<file path="config.mk">
export PLATFORM = sky130hd
export DESIGN_NAME = rhythm_top
export DESIGN_NICKNAME = d
export VERILOG_FILES = /design/src/source/rhythm_pkg.sv /design/src/source/refresh_timer.sv /design/src/source/note_field.sv /design/src/source/frame_render.sv /design/src/source/host_report.sv /design/src/source/rhythm_top.sv
export SDC_FILE = /design/constraint.sdc
export NUM_CORES = 1
export LEC_CHECK = 0
export BUFFER_PORTS_ARGS = -buffer_cell sky130_fd_sc_hd__buf_2
export CAP_MARGIN = 5
export CORE_MARGIN = 2
export CORE_UTILIZATION = 55
export DETAILED_ROUTE_END_ITERATION = 7
export PLACE_DENSITY_LB_ADDON = 0.25
export SYNTH_ARGS = -nofsm -noshare
export SYNTH_HDL_FRONTEND = slang
export SYNTH_HIERARCHICAL = 1
export SYNTH_SLANG_ARGS = --single-unit
</file>
<file path="constraint.sdc">
create_clock -name clk -period 7.97 [get_ports clk]
set_clock_uncertainty 0.2 [all_clocks]
set_input_delay 0 -clock clk [delete_from_list [all_inputs] [get_ports clk]]
set_output_delay 0 -clock clk [all_outputs]
set_load 0.1 [all_outputs]
</file>
<file path="src/source/rhythm_pkg.sv">
package rhythm_pkg;

    localparam int LANES      = 4;
    localparam int ROWS       = 16;
    localparam int FRAME_W    = 16;  // frame is FRAME_W x FRAME_W leds
    localparam int SCORE_W    = 7;
    localparam int MISS_LIMIT = 3;
    localparam int PERIOD_W   = 16;

    typedef logic [LANES-1:0] lane_t;     // one bit per lane
    typedef lane_t [ROWS-1:0] board_t;    // board[0] is the top row
    typedef logic [FRAME_W*FRAME_W-1:0] frame_t;

    // status byte, top bit first
    typedef struct packed {
        logic [2:0] reserved;  // always 3'b111
        logic       paused;
        logic [1:0] chart;
        logic       alive;
        logic       no_hit;
    } report_fields_t;

    typedef union packed {
        logic [7:0]     raw;
        report_fields_t fields;
    } host_report_t;

    // "good game" picture, word w sits at bits 16w+15:16w
    localparam frame_t GAME_OVER_IMAGE = {
        16'b0111_1110_0101_0100,  // word 15
        16'b0000_1010_0111_1100,
        16'b0000_1110_0000_0000,
        16'b0000_0000_0111_1000,  // d top, e bottom
        16'b0011_1100_0100_0000,
        16'b0010_0100_0010_0000,
        16'b0011_1100_0100_0000,
        16'b0000_0000_0111_1000,  // o top, m bottom
        16'b0000_0000_0000_0000,
        16'b0011_1100_0111_1100,
        16'b0010_0100_0100_1000,
        16'b0011_1100_0111_1000,  // o top, a bottom
        16'b0000_0000_0000_0000,
        16'b0111_1110_0111_1110,
        16'b0101_0010_0101_0010,
        16'b0111_0110_0111_0110   // word 0, g top and bottom
    };

endpackage

</file>
<file path="src/source/refresh_timer.sv">
`timescale 1ns/1ps

module refresh_timer (
    input  logic                          clk,
    input  logic                          rst_n,
    input  logic [rhythm_pkg::PERIOD_W-1:0] period,
    output logic                          tick
);
    import rhythm_pkg::*;

    logic [PERIOD_W-1:0] cnt;

    always_ff @(posedge clk or negedge rst_n) begin
        if (!rst_n) begin
            cnt <= '0;
        end else if (cnt >= period) begin
            cnt <= '0;  // wrap after reaching period
        end else begin
            cnt <= cnt + 1'b1;
        end
    end

    // one cycle before the wrap
    assign tick = (cnt == period - 1'b1);

    // shorter periods would put the tick on the wrap cycle or never raise it
    a_period_min: assert property (
        @(posedge clk) disable iff (!rst_n)
        period >= PERIOD_W'(2)
    );

endmodule

</file>
<file path="src/source/note_field.sv">
`timescale 1ns/1ps

module note_field (
    input  logic                          clk,
    input  logic                          rst_n,
    input  logic                          tick,
    input  logic                          paused,
    input  rhythm_pkg::lane_t             key_hit,
    input  rhythm_pkg::lane_t             chart_row,
    output rhythm_pkg::board_t            board,
    output logic [rhythm_pkg::SCORE_W-1:0] score,
    output logic                          game_over
);
    import rhythm_pkg::*;

    localparam int MISS_W = $clog2(MISS_LIMIT);

    logic [MISS_W-1:0] miss_cnt;
    lane_t             bottom;
    lane_t             hit_lanes;
    lane_t             miss_lanes;
    logic              step;       // a tick that counts
    logic              any_hit;
    logic              any_miss;
    logic              last_miss;  // this miss ends the game

    assign bottom     = board[ROWS-1];
    assign hit_lanes  = bottom & key_hit;
    assign miss_lanes = bottom & ~key_hit;
    assign any_hit    = |hit_lanes;
    assign any_miss   = |miss_lanes;

    assign step      = tick && !paused && !game_over;
    assign last_miss = any_miss && (miss_cnt == MISS_W'(MISS_LIMIT - 1));

    always_ff @(posedge clk or negedge rst_n) begin
        if (!rst_n) begin
            score <= '0;
        end else if (step && any_hit) begin
            score <= score + 1'b1;  // one point per tick, wraps
        end
    end

    always_ff @(posedge clk or negedge rst_n) begin
        if (!rst_n) begin
            miss_cnt  <= '0;
            game_over <= 1'b0;
        end else if (step && any_miss) begin
            miss_cnt <= miss_cnt + 1'b1;
            if (last_miss) begin
                game_over <= 1'b1;
            end
        end
    end

    // everything falls one row, the bottom row leaves, hit or not
    always_ff @(posedge clk or negedge rst_n) begin
        if (!rst_n) begin
            board <= '0;
        end else if (step && !last_miss) begin
            board <= {board[ROWS-2:0], chart_row};
        end
    end

    a_board_only_on_tick: assert property (
        @(posedge clk) disable iff (!rst_n)
        !tick |=> $stable(board)
    );

    a_game_over_sticky: assert property (
        @(posedge clk) disable iff (!rst_n)
        game_over |=> game_over
    );

endmodule

</file>
<file path="src/source/frame_render.sv">
`timescale 1ns/1ps

module frame_render (
    input  logic               clk,
    input  logic               rst_n,
    input  logic               tick,
    input  logic               game_over,
    input  rhythm_pkg::board_t board,
    output rhythm_pkg::frame_t frame
);
    import rhythm_pkg::*;

    localparam int LANE_WORDS = FRAME_W / LANES;  // 3 lit + 1 blank

    frame_t lane_img;

    // word 4c..4c+2 carry lane c, row 0 lands in bit 15
    always_comb begin
        lane_img = '0;
        for (int c = 0; c < LANES; c++) begin
            for (int k = 0; k < LANE_WORDS - 1; k++) begin
                for (int r = 0; r < ROWS; r++) begin
                    lane_img[(c*LANE_WORDS + k)*FRAME_W + (FRAME_W - 1 - r)] = board[r][c];
                end
            end
        end
    end

    always_ff @(posedge clk or negedge rst_n) begin
        if (!rst_n) begin
            frame <= '0;
        end else if (game_over) begin
            frame <= GAME_OVER_IMAGE;
        end else if (tick) begin
            frame <= lane_img;  // board before this tick's shift
        end
    end

endmodule

</file>
<file path="src/source/host_report.sv">
`timescale 1ns/1ps

module host_report (
    input  logic                     clk,
    input  logic                     rst_n,
    input  rhythm_pkg::lane_t        key_hit,
    input  rhythm_pkg::lane_t        bottom,
    input  logic                     paused,
    input  logic [1:0]               chart_select,
    output rhythm_pkg::host_report_t report,
    output logic                     report_valid
);
    import rhythm_pkg::*;

    host_report_t prev;

    always_comb begin
        report.fields.reserved = 3'b111;
        report.fields.paused   = paused;
        report.fields.chart    = chart_select;
        report.fields.alive    = rst_n;
        report.fields.no_hit   = ~|(key_hit & bottom);
    end

    // last byte seen by the host
    always_ff @(posedge clk or negedge rst_n) begin
        if (!rst_n) begin
            prev.raw <= 8'h00;
        end else begin
            prev <= report;
        end
    end

    assign report_valid = (report.raw != prev.raw);

endmodule

</file>
<file path="src/source/rhythm_top.sv">
`timescale 1ns/1ps

module rhythm_top (
    input  logic                              clk,
    input  logic                              rst_n,
    input  logic [rhythm_pkg::PERIOD_W-1:0]   refresh_period,
    input  logic                              paused,
    input  logic [rhythm_pkg::LANES-1:0]      key_hit,
    input  logic [rhythm_pkg::LANES-1:0]      chart_row,
    input  logic [1:0]                        chart_select,
    output logic [rhythm_pkg::FRAME_W*rhythm_pkg::FRAME_W-1:0] frame_flat,
    output logic [rhythm_pkg::SCORE_W-1:0]    score,
    output logic [7:0]                        report,
    output logic                              report_valid
);
    import rhythm_pkg::*;

    logic   tick;
    logic   game_over;
    board_t board;

    refresh_timer i_refresh_timer (
        .clk    (clk),
        .rst_n  (rst_n),
        .period (refresh_period),
        .tick   (tick)
    );

    note_field i_note_field (
        .clk       (clk),
        .rst_n     (rst_n),
        .tick      (tick),
        .paused    (paused),
        .key_hit   (key_hit),
        .chart_row (chart_row),
        .board     (board),
        .score     (score),
        .game_over (game_over)
    );

    frame_render i_frame_render (
        .clk       (clk),
        .rst_n     (rst_n),
        .tick      (tick),
        .game_over (game_over),
        .board     (board),
        .frame     (frame_flat)
    );

    host_report i_host_report (
        .clk          (clk),
        .rst_n        (rst_n),
        .key_hit      (key_hit),
        .bottom       (board[ROWS-1]),  // row under the keys
        .paused       (paused),
        .chart_select (chart_select),
        .report       (report),
        .report_valid (report_valid)
    );

endmodule

</file>
# Yosys cells after proc, flatten, opt, wreduce, memory -nomap -nowiden
# Index checks and enable logic that the tools add are counted.
[totals] ff_bits=352 word_cells=50
[classes] magnitude_cmp=1 add_sub_neg=4 n_reduce_logical=14 n_mux=3 n_eq_ne=3 bitwise=3
[op_table] op="$mux 256" n=2
[op_table] op="$add 16x1->16 const B" n=1
[op_table] op="$eq 16x16->1" n=1
[op_table] op="$ge 16x16->1" n=1
[op_table] op="$mux 16" n=1
[op_table] op="$sub 16x1->16 const B" n=1
[op_table] op="$and 4x4->4" n=2
[op_table] op="$ne 8x8->1" n=1
[op_table] op="$reduce_or 4->1" n=2
[op_table] op="$add 7x1->7 const B" n=1
[op_table] op="$logic_and 1x1->1" n=6
[op_table] op="$logic_not 1->1" n=4
[op_table] op="$not 4->4" n=1
[op_table] op="$add 2x1->2 const B" n=1
[op_table] op="$eq 2x2->1 const B" n=1
[op_table] op="$reduce_and 2->1" n=1
[op_table] op="$reduce_bool 2->1" n=1

# Longest topological paths before layout
# Gate-level depths: netlist of run 1.
[depth] depth_word=6 ltp_mapped=12 mapped_depth_nobuf=12

# Hierarchy
# Netlist of run 1, hierarchy kept.
[modules_own_cells] module="frame_render" n_inst=1 cells_each=465 area_each_um2=4997.3
[modules_own_cells] module="note_field" n_inst=1 cells_each=177 area_each_um2=2855.2
[modules_own_cells] module="refresh_timer" n_inst=1 cells_each=197 area_each_um2=1635.3
[modules_own_cells] module="host_report" n_inst=1 cells_each=26 area_each_um2=291.5

# Worst setup path before layout of run 1
# No wires, ideal clock.
[synth_path] path_kind="input -> register" startpoint="in refresh_period[4] in the netlist's numbering" endpoint="reg i_note_field/score[1] in the netlist's numbering" slack_ns=4.683 setup_ns=0.126 n_path_buf=1 cell_stages=9 required_ns=7.644 t_arrival_ns=2.961 path_cell_list="buf_6 or4_4 and4bb_1 and2_4 or4b_4 a221oi_2 nor3b_1 a21boi_1 mux2_2"
[synth_between] elab_chain_cells=5
[synth_rtl] item="start: declaration" line_no="rhythm_top.sv:6" rtl="input logic [rhythm_pkg::PERIOD_W-1:0] refresh_period,"
[synth_rtl] item="$sub 16x1->16" line_no="refresh_timer.sv:24" rtl="assign tick = (cnt == period - 1'b1);"
[synth_rtl] item="$eq 16x16->1" line_no="refresh_timer.sv:24"
[synth_rtl] item="named net tick" line_no="rhythm_top.sv:18" rtl="logic tick;"
[synth_rtl] item="$logic_and 1x1->1 (2 in a row)" line_no="note_field.sv:33" rtl="assign step = tick && !paused && !game_over;"
[synth_rtl] item="$logic_and 1x1->1" line_no="note_field.sv:39" rtl="end else if (step && any_hit) begin"
[synth_rtl] item="end signal: assignment" line_no="note_field.sv:40" rtl="score <= score + 1'b1;"
[synth_rtl] item="end: declaration" line_no="note_field.sv:11" rtl="output logic [rhythm_pkg::SCORE_W-1:0] score,"
# The timed path passes the listed nets, and every way through them passes these cells.
# A chain may end at the register's enable or synchronous reset.

# Worst setup path in the final report of run 1
[layout_path] startpoint="reg i_refresh_timer.cnt[2]" endpoint="reg i_frame_render.frame[106]"
[layout_between] elab_chain_cells=2
[layout_rtl] item="start: declaration" line_no="refresh_timer.sv:11" rtl="logic [PERIOD_W-1:0] cnt;"
[layout_rtl] item="start signal: assignment" line_no="refresh_timer.sv:19" rtl="cnt <= cnt + 1'b1;"
[layout_rtl] item="$eq 16x16->1" line_no="refresh_timer.sv:24"
[layout_rtl] item="named net tick" line_no="rhythm_top.sv:18"
[layout_rtl] item="$reduce_bool 2->1 (no line)"
[layout_rtl] item="end signal: assignment" line_no="frame_render.sv:35" rtl="frame <= lane_img;"
[layout_rtl] item="end: declaration" line_no="frame_render.sv:9" rtl="output rhythm_pkg::frame_t frame"
# The timed path passes the listed nets, and every way through them passes these cells.

==> flow_metrics.py, run 1 <==
metrics = {
    "die": {
        "io_pins": 301,
        "coreArea_um2": 17360,
        "num_rows": 48,
        "chipHeight_um": 137.3,
        "initial_utilization_pct": 56.34,
        "die_x_um": 137.3,
        "dieArea_um2": 18860,
    },
    "status": {
        "status": "finished clean",
    },
    "synthesis": {
        "synth_edf_count": 0,
        "synthCells": 865,
        "ys_seq_area_share_pct": 48.11,
        "syn_avg_cell_area_um2": 11.31,
        "ys.flop_type": "dfrtp_1",
        "synthesis.area_um2": 9779,
        "ys_seq_elements": 188,
        "yosys_warnings": 6,
        "ys_types": 55,
        "async_reset_ff_share_pct": 100.0,
    },
    "global_route": {
        "grt_pass1_wl_um": 29130,
        "overflow": 0,
        "antenna_found_initial": 0,
        "grt_pass1_vias": 5631,
        "grtUsageTotal_pct": 19.86,
        "grt_max_degree": 95,
    },
    "clocking": {
        "cts_sinks": 188,
        "clk_latency_ns": 0.42,
        "clockBufferDepth": 2,
        "clockRootBuffer": "clkbuf_16",
        "cts_resized": 0,
        "cts_tree": "built",
        "holdBufCountCts": 16,
        "clk_pin_slew_ns": 0.07,
        "htree_levels": 4,
        "cts_buffers": 17,
        "post_cts_buffers": 0,
    },
    "drt": {
        "vias": 6183,
        "dr.pass1.iters": 4,
        "wl_per_cell_um": 15.27,
        "antenna_left": 0,
        "drt-initial-drc-count": 326,
        "drc": 0,
        "via_per_inst": 5.011,
        "wirelength_um": 18850,
    },
    "setup_path": {
        "crit_fanout": 71,
        "end_kind": "register",
        "rrSetupSlack_ns": 3.57,
        "crit_arrival_ns": 4.51,
        "crit_type": "register to register",
        "cp_data_required_time_ns": 8.08,
        "startpoint_type": "register",
    },
    "final_layout": {
        "syn2layout_area_growth_pct": 10.91,
        "antennaDiodeCount": 0,
        "nNetsFinal": 1045,
        "drive_gt1_share_pct": 29.53,
        "final_area_um2": 10850,
    },
    "power": {
        "p_leak_nw": 6.414,
        "peakVddDrop_mv": 0.1563,
        "power_density_nw_per_um2": 194.5,
    },
    "place": {
        "dp_hpwl_um": 12790,
        "place_area_um2": 10060,
        "gp_congestion": 0.8246,
        "port_buffers": 247,
    },
    "timing": {
        "rsz0062_at_grt": "false",
        "slew_viol_final": 0,
        "finalCritPeriodShare_pct": 55.25,
        "final_hold_viol_count": 0,
        "relSlewSlack_pct": 30.46,
        "finalCriticalPeriod_ns": 4.403,
        "fmax_mhz": 227.1,
        "finalSetupViolCount": 0,
        "worst_pin_slew_ns": 1.043,
        "finalSetupTns_ns": 0,
    },
    "hold_path": {
        "holdCritPathClass": "primary input to register",
    },
    "job": {
        "cap_violations": 0,
    },
}
[flip-flops by register name (all words and copies together), names as in the netlist]
signal and flops:
i_frame_render/frame 92, i_host_report/prev 6, i_note_field/board 60, i_note_field/bottom 4, i_note_field/game_over 1, i_note_field/miss_cnt 2
i_note_field/score 7, i_refresh_timer/cnt 16
[layer usage]
| layer | track usage, % | wire (µm) | vias to the layer above | share of wire (%) |
|---|---|---|---|---|
| li1 | - | - | 2975 | - |
| met1 | 27.07 | 8497 | 2998 | 45 |
| met2 | 32.39 | 9242 | 196 | 49 |
| met3 | 4.047 | 906 | 14 | 4.8 |
| met4 | 5.556 | 199 | 0 | 1.1 |
| met5 | 0 | 0 | - | 0 |
[worst paths after layout]
check	start	to	cells after the start
setup / recovery	i_refresh_timer/cnt[2]	i_frame_render/frame[106]	11
hold reg to reg	i_note_field/score[6]	i_note_field/score[6]	1
max in group asynchronous	rst_n	i_note_field/game_over	4
hold / removal	key_hit[3]	i_note_field/miss_cnt[0]	4
setup reg to reg	i_refresh_timer/cnt[2]	i_frame_render/frame[106]	11
min in group asynchronous	rst_n	i_frame_render/frame[226]	4
[cell type report]
| type | instances | area [µm²] |
|---|---|---|
| clock buffer | 17 | 425.4 |
| clock inverter | 15 | 182.7 |
| fill | 1432 | 6510 |
| inverter | 20 | 75.07 |
| multi-input combinational | 501 | 3714 |
| sequential | 188 | 4708 |
| tap | 225 | 281.5 |
| timing repair buffer | 268 | 1460 |
[critical path, cell delays in order (launching register included)]
cell and delay (ns):
dfrtp_1 0.48, nand2b_1 0.18, a21boi_0 0.16, o31ai_1 0.13, nor4b_2 0.27, o2111ai_1 0.22, a221oi_4 0.24, buf_4 0.34
buf_4 0.79, inv_1 0.52, buf_4 0.39, a211o_1 0.29
[cell families after synthesis]
| kind of cell | after synthesis | share of synthesized area (%) |
|---|---|---|
| other | 2 | 0.07679 |
| adder cells (fa/ha/maj) | 20 | 2.559 |
| XOR/XNOR | 42 | 3.761 |
| AND/OR/NAND/NOR | 187 | 9.941 |
| multiplexers | 119 | 13.01 |
| flip-flops | 188 | 48.11 |
| AO/OA/AOI/OAI | 79 | 6.461 |
| buffers and inverters | 228 | 16.08 |
[stage by stage]
step / util, % / hold WS (ns) / power, W / setup slack, ns / cells
after CTS: 62.49 / 0.01532 / 0.002133 / 3.561 / 1234
after global placement: 57.97 / -0.1872 / 0.001273 / 3.362 / 1186
final: 62.49 / 0.04185 / 0.002110 / 3.567 / 1234
after global routing: 62.49 / 0.05671 / 0.002204 / 3.289 / 1234
after floorplan: - / -0.4956 / 0.001244 / 4.683 / 917
after detailed placement: 57.97 / -0.1864 / 0.001278 / 3.328 / 1186
[cells in the final DEF, fill, tap and decap left out, types with 17 or more instances in the layout]
cell type,count
buf_2,246
dfrtp_1,187
nor2_1,80
mux2_1,60
mux2i_1,54
conb_1,54
and2_1,38
a211o_1,38
xnor2_1,23
inv_1,20
ha_1,20
xor2_1,19
clkbuf_16,17
[power breakdown]
group / leakage, nW / switching (W) / internal (W)
clock: 0.288 / 0.000397 / 0.000449
combinational: 3.53 / 0.000193 / 0.0000650
sequential: 2.60 / 0.0000348 / 0.000970
total: 6.41 / 0.000625 / 0.00148
[cells in the mapped netlist, types with 4 or more instances]
| library cell | instances | share of area [%] |
|---|---|---|
| nand4_1 | 12 | 0.77 |
| ha_1 | 20 | 2.6 |
| and2_1 | 38 | 2.4 |
| mux2_2 | 5 | 0.58 |
| xnor2_1 | 23 | 2.1 |
| buf_2 | 12 | 0.61 |
| xor2_1 | 19 | 1.7 |
| and3_1 | 5 | 0.32 |
| nor2_1 | 80 | 3.1 |
| inv_1 | 20 | 0.77 |
| nor3_1 | 8 | 0.41 |
| buf_6 | 5 | 0.58 |
| nand2b_1 | 6 | 0.38 |
| mux2i_1 | 54 | 5.5 |
| mux2_1 | 60 | 6.9 |
| clkbuf_1 | 12 | 0.46 |
| nor2b_1 | 4 | 0.26 |
| o21ai_0 | 6 | 0.31 |
| a21o_1 | 10 | 0.77 |
| nand2_1 | 8 | 0.31 |
| buf_4 | 177 | 14 |
| dfrtp_1 | 188 | 48 |
| nand3_1 | 10 | 0.51 |
| a211o_1 | 38 | 3.4 |
| a21oi_1 | 5 | 0.26 |
Note: power is estimated with default switching activity, not from simulation.
==> inputs of run 2 (changes only) <==
CORE_UTILIZATION = 52   (was 55)
clock period = 4.2 ns   (was 7.97 ns; I/O delays follow)
==> flow_metrics.py, run 2 (same netlist as run 1, synthesis figures left out) <==
metrics = {
    "status": {
        "status": "finished, violations left",
        "violations": "hold timing",
    },
    "setup_path": {
        "worstRegToRegCells": 9,
        "end_kind": "register",
        "cp_data_required_time_ns": 4.30,
        "crit_fanout": 9,
        "crit_type": "register to register",
        "startpoint_type": "register",
        "crit_arrival_ns": 3.74,
    },
    "timing": {
        "rsz0062_at_grt": "false",
        "finalSetupTns_ns": 0,
        "fmax_mhz": 275.3,
        "final.setup.worst_slack_ns": 0.5677,
        "finalSetupViolCount": 0,
        "relSlewSlack_pct": 29.00,
        "final_hold_viol_count": 2,
        "worst_pin_slew_ns": 1.065,
        "finalCriticalPeriod_ns": 3.632,
        "hold_slack_ns": -0.003071,
        "slew_viol_final": 0,
        "finalCritPeriodShare_pct": 86.48,
    },
    "final_layout": {
        "reg_top3": "i_frame_render/frame: 92 flops, i_note_field/board: 60 flops, i_refresh_timer/cnt: 16 flops",
        "fill_cells": 1602,
        "drive_gt1_share_pct": 29.63,
        "nNetsFinal": 1046,
        "layout_common_cells": "246 x buf_2, 187 x dfrtp_1, 80 x nor2_1",
        "largest_reg_flops": 92,
        "syn2layout_area_growth_pct": 10.80,
        "top_register": "i_frame_render/frame",
        "utilization_pct": 58.32,
        "final_common_cell": "buf_2",
        "antennaDiodeCount": 0,
    },
    "place": {
        "pre_cts_ws_ns": 0.4641,
        "gp_congestion": 0.7869,
        "dp_hpwl_um": 12600,
        "port_buffers": 247,
    },
    "global_route": {
        "antenna_found_initial": 0,
        "grtUsageTotal_pct": 19.28,
        "grt_max_degree": 94,
        "grt_pass1_vias": 5755,
        "grt_pass1_wl_um": 30640,
        "overflow": 0,
    },
    "clocking": {
        "holdBufCountCts": 14,
        "post_cts_buffers": 0,
        "cts_tree": "built",
        "htree_levels": 4,
        "clockRootBuffer": "clkbuf_16",
        "cts_sinks": 188,
        "clk_latency_ns": 0.42,
        "clk_pin_slew_ns": 0.07,
        "clockBufferDepth": 2,
        "cts_resized": 0,
        "cts_buffers": 17,
    },
    "drt": {
        "via_per_inst": 5.061,
        "wl_per_cell_um": 15.56,
        "drt-initial-drc-count": 218,
        "wirelength_um": 19340,
        "drc": 0,
        "dr.pass1.iters": 4,
        "antenna_left": 0,
        "vias": 6291,
    },
    "hold_path": {
        "holdCritPathClass": "primary input to asynchronous set/reset pin",
    },
    "die": {
        "io_pins": 301,
        "dieArea_um2": 19920,
        "num_rows": 50,
        "coreArea_um2": 18580,
        "chipHeight_um": 141.1,
        "die_x_um": 141.1,
        "initial_utilization_pct": 52.63,
    },
    "power": {
        "power_density_nw_per_um2": 365.1,
        "p_leak_nw": 6.405,
        "total_power_w": 0.003956,
        "peakVddDrop_mv": 0.2585,
    },
    "job": {
        "cap_violations": 0,
    },
}
run 2: changes by cell type in the layout (fill, tap and decap cells not counted), sizes merged:
cell         delta
buf             +3
clkbuf          +2
clkinv          -4
clkinvlp        +1
dlygate4sd3     -2
run 2: worst max-delay path: stages (launching register included):
cell and delay (ns):
dfrtp_1 0.48, nand2b_1 0.19, a21boi_0 0.15, o31ai_1 0.12, nor4b_2 0.27, o2111ai_1 0.22, a221oi_4 0.34, nor3b_1 0.55
a21boi_1 0.58, mux2_2 0.40
run 2: layer usage:
layer  routed length [µm]  part of all wire (%)  up-vias  GRT usage (%)
met4                  176                  0.91        0          4.895
met3                  906                   4.7       11          3.838
met5                    0                     0        -              0
met1                 8709                    45     3109          25.36
met2                 9548                    49      192          32.88
li1                     -                     -     2979              -
run 2: cell type report:
class                   instances  area [µm²]  area share (%)
clock inverters                12       127.6           1.178
inverters                      20       75.07          0.6928
repair buffers                269        1475           13.61
clock buffers                  19       442.9           4.088
well taps                     234       292.8           2.702
flip-flops and latches        188        4708           43.45
multi-input cells             501        3714           34.27
run 2: where the power goes:
group | internal (W) | switching (W)
combinational | 0.000123 | 0.000369
clock | 0.000848 | 0.000707
sequential | 0.00184 | 0.0000665
total | 0.00281 | 0.00114
run 2: final timing paths:
kind / from / end / slack, ns
max in group asynchronous: rst_n / i_frame_render/frame[164] / 2.91
worst min register to register: i_note_field/score[6] / i_note_field/score[6] / 0.27
min in group clk: key_hit[1] / i_note_field/miss_cnt[0] / 0.03
worst max-delay path: i_refresh_timer/cnt[2] / i_note_field/score[1] / 0.57
worst min-delay path: rst_n / i_frame_render/frame[104] / -0.003
worst max register to register: i_refresh_timer/cnt[2] / i_note_field/score[1] / 0.57
run 2: metrics by stage:
stage / area (µm²) / std cells / hold WS [ns]
3_3_place_gp: 10110 / 1198 / -0.1717
2_1_floorplan: 9975 / 917 / -0.4956
4_1_cts: 10840 / 1243 / 0.005278
3_5_place_dp: 10110 / 1198 / -0.1776
5_1_grt: 10840 / 1243 / 0.02320
6_report: 10840 / 1243 / -0.003071
